--- src/hw/rv_isa_pkg.sv ---
`default_nettype none

package rv_isa_pkg;

    localparam int XLEN = 32;

    typedef logic [4:0] reg_addr_t;
    typedef logic [XLEN-1:0] xword_t;

    typedef enum logic [6:0] {
        OP     = 7'b0110011,
        OP_IMM = 7'b0010011,
        LUI    = 7'b0110111,
        BRANCH = 7'b1100011,
        JAL    = 7'b1101111
    } opcode_e;

    // alu funct3 shared by OP and OP-IMM
    localparam logic [2:0] F3_ADD = 3'b000;
    localparam logic [2:0] F3_SLT = 3'b010;
    localparam logic [2:0] F3_XOR = 3'b100;
    localparam logic [2:0] F3_OR  = 3'b110;
    localparam logic [2:0] F3_AND = 3'b111;

    // branch funct3
    localparam logic [2:0] F3_BEQ = 3'b000;
    localparam logic [2:0] F3_BNE = 3'b001;
    localparam logic [2:0] F3_BLT = 3'b100;
    localparam logic [2:0] F3_BGE = 3'b101;

    localparam logic [6:0] FUNCT7_SUB = 7'b0100000;

    // addi x0, x0, 0
    localparam xword_t INST_NOP = 32'h0000_0013;

    typedef struct packed {
        logic [6:0] funct7;
        reg_addr_t  rs2;
        reg_addr_t  rs1;
        logic [2:0] funct3;
        reg_addr_t  rd;
        logic [6:0] opcode;
    } r_fmt_t;

    typedef struct packed {
        logic [11:0] imm;
        reg_addr_t   rs1;
        logic [2:0]  funct3;
        reg_addr_t   rd;
        logic [6:0]  opcode;
    } i_fmt_t;

    typedef struct packed {
        logic       imm12;
        logic [5:0] imm10_5;
        reg_addr_t  rs2;
        reg_addr_t  rs1;
        logic [2:0] funct3;
        logic [3:0] imm4_1;
        logic       imm11;
        logic [6:0] opcode;
    } b_fmt_t;

    typedef struct packed {
        logic       imm20;
        logic [9:0] imm10_1;
        logic       imm11;
        logic [7:0] imm19_12;
        reg_addr_t  rd;
        logic [6:0] opcode;
    } j_fmt_t;

    typedef struct packed {
        logic [19:0] imm31_12;
        reg_addr_t   rd;
        logic [6:0]  opcode;
    } u_fmt_t;

    typedef union packed {
        r_fmt_t r_fmt;
        i_fmt_t i_fmt;
        b_fmt_t b_fmt;
        j_fmt_t j_fmt;
        u_fmt_t u_fmt;
    } inst_u;

endpackage

`default_nettype wire

--- src/hw/core_pipe_pkg.sv ---
`default_nettype none

package core_pipe_pkg;

    typedef enum logic [2:0] {
        ALU_ADD,
        ALU_SUB,
        ALU_AND,
        ALU_OR,
        ALU_XOR,
        ALU_SLT,
        ALU_PASS2
    } alu_op_e;

    typedef enum logic [2:0] {
        BR_NONE,
        BR_EQ,
        BR_NE,
        BR_LT,
        BR_GE
    } br_op_e;

    typedef enum logic {
        OP2_RS2,
        OP2_IMM
    } op2_sel_e;

    typedef struct packed {
        alu_op_e               alu_op;
        br_op_e                br_op;
        op2_sel_e              op2_sel;
        logic                  jal;
        logic                  use_rs1;
        logic                  use_rs2;
        logic                  rf_wen;
        rv_isa_pkg::reg_addr_t rd;
        rv_isa_pkg::reg_addr_t rs1;
        rv_isa_pkg::reg_addr_t rs2;
    } ctrl_t;

    typedef struct packed {
        logic               valid;
        rv_isa_pkg::xword_t pc;
        rv_isa_pkg::xword_t inst;
    } fetch_resp_t;

    typedef struct packed {
        logic               valid;
        rv_isa_pkg::xword_t target;
    } redirect_t;

    // decode to operand select
    typedef struct packed {
        logic               valid;
        rv_isa_pkg::xword_t pc;
        ctrl_t              ctrl;
        rv_isa_pkg::xword_t imm;
    } decoded_t;

    // operand select to execute
    typedef struct packed {
        logic               valid;
        rv_isa_pkg::xword_t pc;
        ctrl_t              ctrl;
        rv_isa_pkg::xword_t op1;
        rv_isa_pkg::xword_t op2;
        rv_isa_pkg::xword_t rs2_data;
        rv_isa_pkg::xword_t imm;
    } exec_in_t;

    typedef struct packed {
        logic                  valid;
        rv_isa_pkg::xword_t    pc;
        rv_isa_pkg::reg_addr_t rd;
        logic                  rf_wen;
        rv_isa_pkg::xword_t    result;
    } wb_in_t;

    typedef struct packed {
        logic                  valid;
        rv_isa_pkg::reg_addr_t addr;
        rv_isa_pkg::xword_t    data;
    } fw_t;

    typedef struct packed {
        logic                  valid;
        rv_isa_pkg::xword_t    pc;
        logic                  rf_wen;
        rv_isa_pkg::reg_addr_t rd;
        rv_isa_pkg::xword_t    wdata;
    } retire_t;

endpackage

`default_nettype wire

--- src/hw/inst_decode.sv ---
`default_nettype none
`timescale 1ns/1ps

module inst_decode (
    input  wire                         clk,
    input  wire                         rst_i,
    input  wire core_pipe_pkg::fetch_resp_t fetch_resp_i,
    input  wire                         ds_stall_i,
    input  wire                         exe_stall_i,
    input  wire                         flush_i,
    input  wire core_pipe_pkg::redirect_t   redirect_i,
    output logic                        fetch_ready_o,
    output core_pipe_pkg::decoded_t     dec_o
);

    core_pipe_pkg::fetch_resp_t id_q;
    logic                       run_q;
    logic                       id_stall;
    rv_isa_pkg::inst_u          word;
    rv_isa_pkg::opcode_e        opc;
    logic                       is_op;
    core_pipe_pkg::ctrl_t       ctrl;
    rv_isa_pkg::xword_t         imm;

    assign id_stall = id_q.valid && (ds_stall_i || exe_stall_i);
    // closed until the first redirect after reset
    assign fetch_ready_o = run_q && !id_stall;

    always_ff @(posedge clk) begin
        if (rst_i) begin
            run_q      <= 1'b0;
            id_q.valid <= 1'b0;
        end else begin
            if (redirect_i.valid) begin
                run_q <= 1'b1;
            end
            if (flush_i || redirect_i.valid) begin
                id_q.valid <= 1'b0;
            end else if (!id_stall) begin
                id_q.valid <= fetch_resp_i.valid && run_q;
                id_q.pc    <= fetch_resp_i.pc;
                id_q.inst  <= fetch_resp_i.inst;
            end
        end
    end

    // empty slot decodes as a nop
    assign word  = id_q.valid ? id_q.inst : rv_isa_pkg::INST_NOP;
    assign opc   = rv_isa_pkg::opcode_e'(word.r_fmt.opcode);
    assign is_op = (opc == rv_isa_pkg::OP);

    always_comb begin
        ctrl     = '0;
        ctrl.rd  = word.r_fmt.rd;
        ctrl.rs1 = word.r_fmt.rs1;
        ctrl.rs2 = word.r_fmt.rs2;
        imm      = '0;
        case (opc)
            rv_isa_pkg::OP, rv_isa_pkg::OP_IMM: begin
                ctrl.use_rs1 = 1'b1;
                ctrl.use_rs2 = is_op;
                ctrl.rf_wen  = 1'b1;
                if (!is_op) begin
                    ctrl.op2_sel = core_pipe_pkg::OP2_IMM;
                end
                imm = {{20{word.i_fmt.imm[11]}}, word.i_fmt.imm};
                case (word.r_fmt.funct3)
                    rv_isa_pkg::F3_ADD: begin
                        if (is_op && word.r_fmt.funct7 == rv_isa_pkg::FUNCT7_SUB) begin
                            ctrl.alu_op = core_pipe_pkg::ALU_SUB;
                        end else begin
                            ctrl.alu_op = core_pipe_pkg::ALU_ADD;
                        end
                    end
                    rv_isa_pkg::F3_SLT: ctrl.alu_op = core_pipe_pkg::ALU_SLT;
                    rv_isa_pkg::F3_XOR: ctrl.alu_op = core_pipe_pkg::ALU_XOR;
                    rv_isa_pkg::F3_OR:  ctrl.alu_op = core_pipe_pkg::ALU_OR;
                    rv_isa_pkg::F3_AND: ctrl.alu_op = core_pipe_pkg::ALU_AND;
                    default:            ctrl = '0;
                endcase
            end
            rv_isa_pkg::LUI: begin
                ctrl.rf_wen  = 1'b1;
                ctrl.op2_sel = core_pipe_pkg::OP2_IMM;
                ctrl.alu_op  = core_pipe_pkg::ALU_PASS2;
                imm          = {word.u_fmt.imm31_12, 12'h000};
            end
            rv_isa_pkg::BRANCH: begin
                ctrl.use_rs1 = 1'b1;
                ctrl.use_rs2 = 1'b1;
                imm = {{20{word.b_fmt.imm12}}, word.b_fmt.imm11, word.b_fmt.imm10_5,
                       word.b_fmt.imm4_1, 1'b0};
                case (word.r_fmt.funct3)
                    rv_isa_pkg::F3_BEQ: ctrl.br_op = core_pipe_pkg::BR_EQ;
                    rv_isa_pkg::F3_BNE: ctrl.br_op = core_pipe_pkg::BR_NE;
                    rv_isa_pkg::F3_BLT: ctrl.br_op = core_pipe_pkg::BR_LT;
                    rv_isa_pkg::F3_BGE: ctrl.br_op = core_pipe_pkg::BR_GE;
                    default:            ctrl = '0;
                endcase
            end
            rv_isa_pkg::JAL: begin
                ctrl.rf_wen = 1'b1;
                ctrl.jal    = 1'b1;
                imm = {{12{word.j_fmt.imm20}}, word.j_fmt.imm19_12, word.j_fmt.imm11,
                       word.j_fmt.imm10_1, 1'b0};
            end
            default: ctrl = '0;
        endcase
        // x0 never takes a write
        if (ctrl.rd == '0) begin
            ctrl.rf_wen = 1'b0;
        end
    end

    assign dec_o.valid = id_q.valid;
    assign dec_o.pc    = id_q.pc;
    assign dec_o.ctrl  = ctrl;
    assign dec_o.imm   = imm;

endmodule

`default_nettype wire

--- src/hw/operand_stage.sv ---
`default_nettype none
`timescale 1ns/1ps

module operand_stage (
    input  wire                           clk,
    input  wire                           rst_i,
    input  wire core_pipe_pkg::decoded_t  dec_i,
    input  wire core_pipe_pkg::fw_t       exe_fw_i,
    input  wire core_pipe_pkg::fw_t       wb_fw_i,
    input  wire rv_isa_pkg::xword_t       rf_rdata1_i,
    input  wire rv_isa_pkg::xword_t       rf_rdata2_i,
    input  wire                           exe_stall_i,
    input  wire                           flush_i,
    output rv_isa_pkg::reg_addr_t         rf_raddr1_o,
    output rv_isa_pkg::reg_addr_t         rf_raddr2_o,
    output logic                          ds_stall_o,
    output core_pipe_pkg::exec_in_t       exec_o
);

    core_pipe_pkg::decoded_t ds_q;
    rv_isa_pkg::xword_t      rs1_val;
    rv_isa_pkg::xword_t      rs2_val;
    logic                    rs1_hit;
    logic                    rs2_hit;

    function automatic rv_isa_pkg::xword_t fwd_pick(
        input rv_isa_pkg::reg_addr_t addr,
        input rv_isa_pkg::xword_t    rf_data,
        input core_pipe_pkg::fw_t    src
    );
        if (src.valid && addr != '0 && addr == src.addr) begin
            return src.data;
        end
        return rf_data;
    endfunction

    always_ff @(posedge clk) begin
        if (rst_i) begin
            ds_q.valid <= 1'b0;
        end else if (flush_i) begin
            ds_q.valid <= 1'b0;
        end else if (!ds_stall_o && !exe_stall_i) begin
            ds_q <= dec_i;
        end
    end

    assign rf_raddr1_o = ds_q.ctrl.rs1;
    assign rf_raddr2_o = ds_q.ctrl.rs2;

    // the value being written back is newer than the register file
    assign rs1_val = fwd_pick(ds_q.ctrl.rs1, rf_rdata1_i, wb_fw_i);
    assign rs2_val = fwd_pick(ds_q.ctrl.rs2, rf_rdata2_i, wb_fw_i);

    // no forwarding out of execute so the stage waits a cycle
    assign rs1_hit    = ds_q.ctrl.use_rs1 && ds_q.ctrl.rs1 == exe_fw_i.addr;
    assign rs2_hit    = ds_q.ctrl.use_rs2 && ds_q.ctrl.rs2 == exe_fw_i.addr;
    assign ds_stall_o = ds_q.valid && exe_fw_i.valid && exe_fw_i.addr != '0 &&
                        (rs1_hit || rs2_hit);

    assign exec_o.valid    = ds_q.valid;
    assign exec_o.pc       = ds_q.pc;
    assign exec_o.ctrl     = ds_q.ctrl;
    assign exec_o.op1      = rs1_val;
    assign exec_o.op2      = (ds_q.ctrl.op2_sel == core_pipe_pkg::OP2_IMM) ? ds_q.imm : rs2_val;
    assign exec_o.rs2_data = rs2_val;
    assign exec_o.imm      = ds_q.imm;

    // execute takes a bubble behind the producer and the hazard lasts one cycle
    assert property (@(posedge clk) disable iff (rst_i)
        ds_stall_o |=> !ds_stall_o);

endmodule

`default_nettype wire

--- src/hw/execute_stage.sv ---
`default_nettype none
`timescale 1ns/1ps

module execute_stage #(
    parameter rv_isa_pkg::xword_t RESET_PC = 32'h0000_0000
) (
    input  wire                           clk,
    input  wire                           rst_i,
    input  wire core_pipe_pkg::exec_in_t  exec_i,
    input  wire                           ds_stall_i,
    input  wire rv_isa_pkg::xword_t       succ_pc_i,
    input  wire                           succ_valid_i,
    output logic                          exe_stall_o,
    output logic                          flush_o,
    output core_pipe_pkg::redirect_t      redirect_o,
    output core_pipe_pkg::fw_t            exe_fw_o,
    output core_pipe_pkg::wb_in_t         wb_o
);

    core_pipe_pkg::exec_in_t  exe_q;
    core_pipe_pkg::redirect_t redirect_q;
    logic                     boot_q;
    rv_isa_pkg::xword_t       alu_out;
    rv_isa_pkg::xword_t       seq_pc;
    rv_isa_pkg::xword_t       target;
    rv_isa_pkg::xword_t       next_pc;
    rv_isa_pkg::xword_t       result;
    logic                     is_cf;
    logic                     eq;
    logic                     lt;
    logic                     taken;

    always_comb begin
        case (exe_q.ctrl.alu_op)
            core_pipe_pkg::ALU_ADD:   alu_out = exe_q.op1 + exe_q.op2;
            core_pipe_pkg::ALU_SUB:   alu_out = exe_q.op1 - exe_q.op2;
            core_pipe_pkg::ALU_AND:   alu_out = exe_q.op1 & exe_q.op2;
            core_pipe_pkg::ALU_OR:    alu_out = exe_q.op1 | exe_q.op2;
            core_pipe_pkg::ALU_XOR:   alu_out = exe_q.op1 ^ exe_q.op2;
            core_pipe_pkg::ALU_SLT:   alu_out = {31'b0, $signed(exe_q.op1) < $signed(exe_q.op2)};
            core_pipe_pkg::ALU_PASS2: alu_out = exe_q.op2;
            default:                  alu_out = '0;
        endcase
    end

    assign eq = (exe_q.op1 == exe_q.rs2_data);
    assign lt = ($signed(exe_q.op1) < $signed(exe_q.rs2_data));

    always_comb begin
        case (exe_q.ctrl.br_op)
            core_pipe_pkg::BR_EQ: taken = eq;
            core_pipe_pkg::BR_NE: taken = !eq;
            core_pipe_pkg::BR_LT: taken = lt;
            core_pipe_pkg::BR_GE: taken = !lt;
            default:              taken = exe_q.ctrl.jal;
        endcase
    end

    assign seq_pc  = exe_q.pc + 32'd4;
    assign target  = exe_q.pc + exe_q.imm;
    assign next_pc = taken ? target : seq_pc;
    assign result  = exe_q.ctrl.jal ? seq_pc : alu_out;

    // fetch is sequential, so only control flow needs a look at its successor
    assign is_cf       = (exe_q.ctrl.br_op != core_pipe_pkg::BR_NONE) || exe_q.ctrl.jal;
    assign exe_stall_o = exe_q.valid && is_cf && !succ_valid_i;
    assign flush_o     = exe_q.valid && is_cf && succ_valid_i && (succ_pc_i != next_pc);

    always_ff @(posedge clk) begin
        if (rst_i) begin
            exe_q.valid <= 1'b0;
        end else if (!exe_stall_o) begin
            if (flush_o || ds_stall_i) begin
                exe_q.valid <= 1'b0;
            end else begin
                exe_q <= exec_i;
            end
        end
    end

    // boot pulse restarts fetch at RESET_PC
    always_ff @(posedge clk) begin
        if (rst_i) begin
            boot_q           <= 1'b1;
            redirect_q.valid <= 1'b0;
        end else begin
            boot_q            <= 1'b0;
            redirect_q.valid  <= boot_q || flush_o;
            redirect_q.target <= boot_q ? RESET_PC : next_pc;
        end
    end

    assign redirect_o = redirect_q;

    assign exe_fw_o.valid = exe_q.valid && exe_q.ctrl.rf_wen;
    assign exe_fw_o.addr  = exe_q.ctrl.rd;
    assign exe_fw_o.data  = result;

    // a held branch must not retire more than once
    assign wb_o.valid  = exe_q.valid && !exe_stall_o;
    assign wb_o.pc     = exe_q.pc;
    assign wb_o.rd     = exe_q.ctrl.rd;
    assign wb_o.rf_wen = exe_q.ctrl.rf_wen;
    assign wb_o.result = result;

    assert property (@(posedge clk) disable iff (rst_i)
        redirect_o.valid |=> !redirect_o.valid);

    // wrong-path work in the operand stage is dropped behind a misprediction
    assert property (@(posedge clk) disable iff (rst_i)
        flush_o |=> !exec_i.valid);

endmodule

`default_nettype wire

--- src/hw/writeback_regfile.sv ---
`default_nettype none
`timescale 1ns/1ps

module writeback_regfile (
    input  wire                         clk,
    input  wire                         rst_i,
    input  wire core_pipe_pkg::wb_in_t  wb_i,
    input  wire rv_isa_pkg::reg_addr_t  rf_raddr1_i,
    input  wire rv_isa_pkg::reg_addr_t  rf_raddr2_i,
    output rv_isa_pkg::xword_t          rf_rdata1_o,
    output rv_isa_pkg::xword_t          rf_rdata2_o,
    output core_pipe_pkg::fw_t          wb_fw_o,
    output core_pipe_pkg::retire_t      retire_o
);

    core_pipe_pkg::wb_in_t wb_q;
    rv_isa_pkg::xword_t    regs [1:31];
    logic                  we;

    always_ff @(posedge clk) begin
        if (rst_i) begin
            wb_q.valid <= 1'b0;
        end else begin
            wb_q <= wb_i;
        end
    end

    assign we = wb_q.valid && wb_q.rf_wen && wb_q.rd != '0;

    always_ff @(posedge clk) begin
        if (we) begin
            regs[wb_q.rd] <= wb_q.result;
        end
    end

    // x0 is hardwired
    assign rf_rdata1_o = (rf_raddr1_i == '0) ? '0 : regs[rf_raddr1_i];
    assign rf_rdata2_o = (rf_raddr2_i == '0) ? '0 : regs[rf_raddr2_i];

    assign wb_fw_o.valid = wb_q.valid && wb_q.rf_wen;
    assign wb_fw_o.addr  = wb_q.rd;
    assign wb_fw_o.data  = wb_q.result;

    assign retire_o.valid  = wb_q.valid;
    assign retire_o.pc     = wb_q.pc;
    assign retire_o.rf_wen = wb_q.rf_wen;
    assign retire_o.rd     = wb_q.rd;
    assign retire_o.wdata  = wb_q.result;

    // decode drops rf_wen for rd x0
    assert property (@(posedge clk) disable iff (rst_i)
        wb_q.valid && wb_q.rf_wen |-> wb_q.rd != '0);

endmodule

`default_nettype wire

--- src/hw/rv_core_top.sv ---
`default_nettype none
`timescale 1ns/1ps

module rv_core_top #(
    parameter rv_isa_pkg::xword_t RESET_PC = 32'h0000_0000
) (
    input  wire                             clk,
    input  wire                             rst_i,
    input  wire core_pipe_pkg::fetch_resp_t fetch_resp_i,
    output logic                            fetch_ready_o,
    output core_pipe_pkg::redirect_t        redirect_o,
    output core_pipe_pkg::retire_t          retire_o
);

    core_pipe_pkg::decoded_t dec;
    core_pipe_pkg::exec_in_t exec;
    core_pipe_pkg::wb_in_t   wb;
    core_pipe_pkg::fw_t      exe_fw;
    core_pipe_pkg::fw_t      wb_fw;
    rv_isa_pkg::reg_addr_t   rf_raddr1;
    rv_isa_pkg::reg_addr_t   rf_raddr2;
    rv_isa_pkg::xword_t      rf_rdata1;
    rv_isa_pkg::xword_t      rf_rdata2;
    rv_isa_pkg::xword_t      succ_pc;
    logic                    succ_valid;
    logic                    ds_stall;
    logic                    exe_stall;
    logic                    flush;

    // oldest younger instruction, DS before ID
    assign succ_valid = exec.valid || dec.valid;
    assign succ_pc    = exec.valid ? exec.pc : dec.pc;

    inst_decode u_decode (
        .clk           (clk),
        .rst_i         (rst_i),
        .fetch_resp_i  (fetch_resp_i),
        .ds_stall_i    (ds_stall),
        .exe_stall_i   (exe_stall),
        .flush_i       (flush),
        .redirect_i    (redirect_o),
        .fetch_ready_o (fetch_ready_o),
        .dec_o         (dec)
    );

    operand_stage u_operand (
        .clk         (clk),
        .rst_i       (rst_i),
        .dec_i       (dec),
        .exe_fw_i    (exe_fw),
        .wb_fw_i     (wb_fw),
        .rf_rdata1_i (rf_rdata1),
        .rf_rdata2_i (rf_rdata2),
        .exe_stall_i (exe_stall),
        .flush_i     (flush),
        .rf_raddr1_o (rf_raddr1),
        .rf_raddr2_o (rf_raddr2),
        .ds_stall_o  (ds_stall),
        .exec_o      (exec)
    );

    execute_stage #(
        .RESET_PC (RESET_PC)
    ) u_execute (
        .clk          (clk),
        .rst_i        (rst_i),
        .exec_i       (exec),
        .ds_stall_i   (ds_stall),
        .succ_pc_i    (succ_pc),
        .succ_valid_i (succ_valid),
        .exe_stall_o  (exe_stall),
        .flush_o      (flush),
        .redirect_o   (redirect_o),
        .exe_fw_o     (exe_fw),
        .wb_o         (wb)
    );

    writeback_regfile u_writeback (
        .clk         (clk),
        .rst_i       (rst_i),
        .wb_i        (wb),
        .rf_raddr1_i (rf_raddr1),
        .rf_raddr2_i (rf_raddr2),
        .rf_rdata1_o (rf_rdata1),
        .rf_rdata2_o (rf_rdata2),
        .wb_fw_o     (wb_fw),
        .retire_o    (retire_o)
    );

endmodule

`default_nettype wire

--- config.mk ---
export PLATFORM = sky130hd
export DESIGN_NAME = rv_core_top
export DESIGN_NICKNAME = d
export VERILOG_FILES = /design/src/hw/rv_isa_pkg.sv /design/src/hw/core_pipe_pkg.sv /design/src/hw/inst_decode.sv /design/src/hw/operand_stage.sv /design/src/hw/execute_stage.sv /design/src/hw/writeback_regfile.sv /design/src/hw/rv_core_top.sv
export SDC_FILE = /design/constraint.sdc
export NUM_CORES = 2
export LEC_CHECK = 0
export ABC_CLOCK_PERIOD_IN_PS = 12000
export BUFFER_PORTS_ARGS = -buffer_cell sky130_fd_sc_hd__buf_2
export CAP_MARGIN = 20
export CORE_ASPECT_RATIO = 0.7
export CORE_MARGIN = 1.5
export CORE_UTILIZATION = 55
export DETAILED_ROUTE_END_ITERATION = 12
export PLACE_DENSITY = 0.8
export SLEW_MARGIN = 20
export SYNTH_ARGS = -nofsm -noshare
export SYNTH_HDL_FRONTEND = slang
export SYNTH_SLANG_ARGS = --single-unit
--- constraint.sdc ---
create_clock -name clk -period 12 [get_ports clk]
set_input_delay 1.8 -clock clk [delete_from_list [all_inputs] [get_ports clk]]
set_output_delay 1.8 -clock clk [all_outputs]
set_load 0.02 [all_outputs]
==> results.txt <==
----------------------------------------------------
[Status]
  Result of the run ... finished, violations left
  Failing checks ... DRC

[Detailed routing]
  Routed length per placed instance ... 34.4 µm
  Via count ... 47100
  DRC violations left ... 3
  DRC marker count from the first detailed-route iteration ... 7938
  Vias per inst ... 7.26
  Detailed-routing iteration count for the pre-antenna-repair pass ... 12
  Routed wire length ... 223 mm
  Remaining antenna violation count ... 0

[Worst hold path]
  Hold path start ... u_operand.exec_o[153]
  Type of the most critical hold path ... flop to flop

[STA]
  Final sum of negative setup slack ... 0 ns
  Worst hold slack ... 0.420 ns
  Measured slew at the worst slew-check pin ... 1.24 ns
  Peak clock frequency supported by timing ... 136 MHz
  Layout Skew ... 0.0339 ns
  RSZ-0062 raised after global routing ... no
  Pins Over Slew Limit ... 0
  Slew headroom ... 0.172
  Count of final hold-check violations ... 0
  Min setup slack post-route ... 4.63 ns
  Final Setup Violations ... 0
  Crit share post-route ... 0.614
  Minimum clock period ... 7.37 ns

[GRT]
  Largest net degree at the start of global routing ... 123
  Overall track demand over capacity in global routing ... 0.337
  GRT overflow ... 0
  Antenna violations before repair ... 9
  Number of global-route vias before repair ... 45600
  Wire length of the first global-routing pass ... 319 mm

[Synthesis]
  Count of flip-flops with a built-in enable after synthesis ... 1421
  Yosys warning total ... 0
  Count of unique library cells instantiated by Yosys ... 86
  Post-synthesis net count ... 4754
  Cell area after synthesis ... 71400 µm²
  Post-synth top flop ... edfxtp_1
  Post-synthesis sequential area ratio ... 0.602
  Number of synthesized register bits ... 1438
  Share of flip-flops with an asynchronous set or reset ... 0
  Synth Instances ... 4524
  Average size of a mapped cell ... 15.8 µm²

[Worst setup path]
  Required time at the endpoint of the critical path ... 12.40 ns
  Ordered cell list for the critical path ... ha_1 -> nand4_1 -> nor4_2 -> inv_1 -> a31oi_1 -> nor3_1 -> o31ai_1 -> a21o_1 -> o21ai_0 -> a2111oi_0 -> a22oi_1 -> buf_4 -> inv_6 -> buf_4
  Maximum fanout count along the critical path ... 83
  Kind of critical path ... flop to flop
  Launching point of the worst reg2reg path ... u_execute.exe_q[123]
  Sort of element at the start of the critical path ... flop
  Critical path origin ... u_execute.exe_q[123]
  Critical path's most frequent cell ... buf_4
  Critical path data arrival time ... 7.76 ns
  Slowest cell delay on critical path ... 0.96 ns
  Cell at the slowest stage of the critical path ... a21o_1
  Endpoint class of the critical path ... flop

[CTS]
  H-tree depth ... 4
  Postcts setup bufs ... 0
  Clk sink count ... 1438
  Cts bufs inserted ... 134
  Buffer depth of the longest clock path ... 3
  Clock-pin transition on the worst setup and hold timing paths ... 0.06 ns
  Clock latency reported for the late side of the worst-skew pair ... 0.80 ns
  Post-CTS resize count ... 0
  Hold buffer count at CTS ... 0
  Clock tree from TritonCTS ... done
  Clock root buffer ... clkbuf_16

[Pwr]
  Net switching component of the power ... 2.97 mW
  P_int ... 8.56 mW
  Logic gate share of total power ... 0.128
  Leakage power total ... 25.7 nW
  Power density relative to cell area ... 146 nW/µm²
  Power share of the sequential group ... 0.505
  Clock power frac ... 0.367
  Switching Share ... 0.258
  IR Drop Worst-Case VDD ... 127 µV

[Floorplan]
  I/O pin count ... 172
  Core footprint ... 129000 µm²
  Overall die area ... 132000 µm²
  DIE WIDTH ... 434 µm
  Starting Density ... 0.555
  Die Y-Extent ... 305 µm
  Total number of placement rows ... 110

[Final layout]
  Number of nets at the end of the flow ... 4887
  Most frequent cells in the layout ... 1421 x edfxtp_1, 551 x mux4_2, 242 x nor2_1, 217 x nand2_1, 200 x a21oi_1
  Non-filler instance count after layout ... 6487
  Area used by multi-input combinational logic ... 27100 µm²
  Final standard cell utilization of the core ... 0.613
  Share of final-layout standard cells stronger than drive strength 1 ... 0.241
  # fillers ... 9141
  Area taken by flip-flops and latches ... 43000 µm²
  Commonest non-fill, non-tap cell in the layout ... edfxtp_1
  Area growth from synthesis to layout ... 10.3%

[Run]
  Number of violations of the max-capacitance limit ... 0

[Placement]
  Worst slack at placement ... 5.02 ns
  Estimated wirelength of the detail-placed design ... 135 mm
  Routability congestion estimate ... 1.04
  Quantity of I/O buffers inserted on ports ... 171
  Total instance count after detailed placement ... 6256

----------------------------------------------------
-- kinds of logic after synthesis --
logic type | count (synthesis) | synth area share
XOR/XNOR | 132 | 0.0164
AND/OR/NAND/NOR | 776 | 0.0500
buffers and inverters | 440 | 0.0235
adder cells (fa/ha/maj) | 163 | 0.0289
flip-flops | 1438 | 0.602
AO/OA/AOI/OAI | 797 | 0.0725
multiplexers | 778 | 0.207
-- routing by layer --
layer,vias to the layer above,GRT usage,part of all wire,wire length (µm)
met5,-,0.00692,0.00071,159
met4,6,0.134,0.040,8980
met3,630,0.100,0.15,33600
met2,4131,0.480,0.44,98200
met1,23700,0.487,0.37,82300
li1,18600,-,-,-
-- sequential cells by signal, indices dropped and copies added (netlist names), 5 cells and up, named ones only --
name,count
u_writeback.regs,992
u_execute.exe_q,136
u_operand.exec_o,81
u_writeback.retire_o,71
u_decode.dec_o,33
u_execute.redirect_o,33
u_execute.wb_o,33
u_decode.id_q,32
u_execute.exe_fw_o,5
u_operand.rf_raddr1_o,5
u_operand.rf_raddr2_o,5
-- cells in the mapped netlist (7+ instances only) --
master | number | area share
a2111oi_0 | 11 | 0.0013
a211oi_1 | 124 | 0.013
a21o_1 | 36 | 0.0038
a21oi_1 | 201 | 0.014
a221oi_1 | 13 | 0.0016
a22oi_1 | 17 | 0.0018
a31oi_1 | 22 | 0.0019
and2_1 | 25 | 0.0022
and3_1 | 14 | 0.0012
buf_1 | 81 | 0.0043
buf_2 | 7 | 0.00049
clkbuf_1 | 197 | 0.010
dfxtp_1 | 17 | 0.0048
edfxtp_1 | 1421 | 0.60
ha_1 | 160 | 0.028
inv_1 | 150 | 0.0079
mux2_2 | 44 | 0.0069
mux2_4 | 8 | 0.0017
mux2i_1 | 174 | 0.024
mux4_2 | 551 | 0.17
nand2_1 | 217 | 0.011
nand2b_1 | 15 | 0.0013
nand3_1 | 48 | 0.0034
nand4_1 | 31 | 0.0027
nor2_1 | 274 | 0.014
nor2b_1 | 21 | 0.0018
nor3_1 | 61 | 0.0043
nor3b_1 | 7 | 0.00074
nor4_1 | 13 | 0.0011
o211ai_1 | 16 | 0.0017
o21a_1 | 15 | 0.0016
o21ai_0 | 184 | 0.013
o21bai_1 | 24 | 0.0025
o221ai_1 | 17 | 0.0021
o22ai_1 | 15 | 0.0013
o31a_1 | 7 | 0.00086
o31ai_1 | 19 | 0.0020
or2_2 | 8 | 0.00070
or3_1 | 13 | 0.0011
or4_1 | 10 | 0.0011
xnor2_1 | 81 | 0.0099
xor2_1 | 50 | 0.0061
-- metrics by stage --
stage / power, mW / instance area [µm²]
final: 11.5 / 78800
after floorplan: 6.85 / 71400
after global placement: 7.32 / 74600
after CTS: 11.5 / 78800
after detailed placement: 7.34 / 74600
after global routing: 11.8 / 78800
-- critical path: cells and delay by family (launching register included) --
family                   cells  cell delay [ns]
flip-flops                   1             0.45
AO/OA/AOI/OAI                6             3.23
adder cells (fa/ha/maj)      1             0.36
buffers and inverters        4             1.83
AND/OR/NAND/NOR              3             0.90
-- worst paths after layout --
| path | slack (ns) | cells after the start | to |
|---|---|---|---|
| setup / recovery | 4.63 | 14 | u_execute.exe_q[102] |
| hold / removal | 0.42 | 0 | u_execute.exe_q[153] |
| setup reg to reg | 4.63 | 14 | u_execute.exe_q[102] |
| hold reg to reg | 0.42 | 0 | u_execute.exe_q[153] |
-- power by group through the flow --
stage	combinational, mW	sequential [mW]	clock (mW)
after floorplan	0.891	5.96	0
after global placement	1.40	5.92	0
after detailed placement	1.42	5.93	0
after CTS	1.43	5.82	4.24
after global routing	1.55	5.83	4.42
final	1.48	5.82	4.23
-- layout make-up --
type	instances	area share
Inverter	152	0.00735
Multi-Input combinational cell	2646	0.343
Sequential cell	1438	0.546
Timing Repair Buffer	285	0.0228
Antenna cell	2	0.0000635
Clock inverter	56	0.00676
Clock buffer	172	0.0462
Tap cell	1736	0.0276
(Power assumes the default switching activity.)
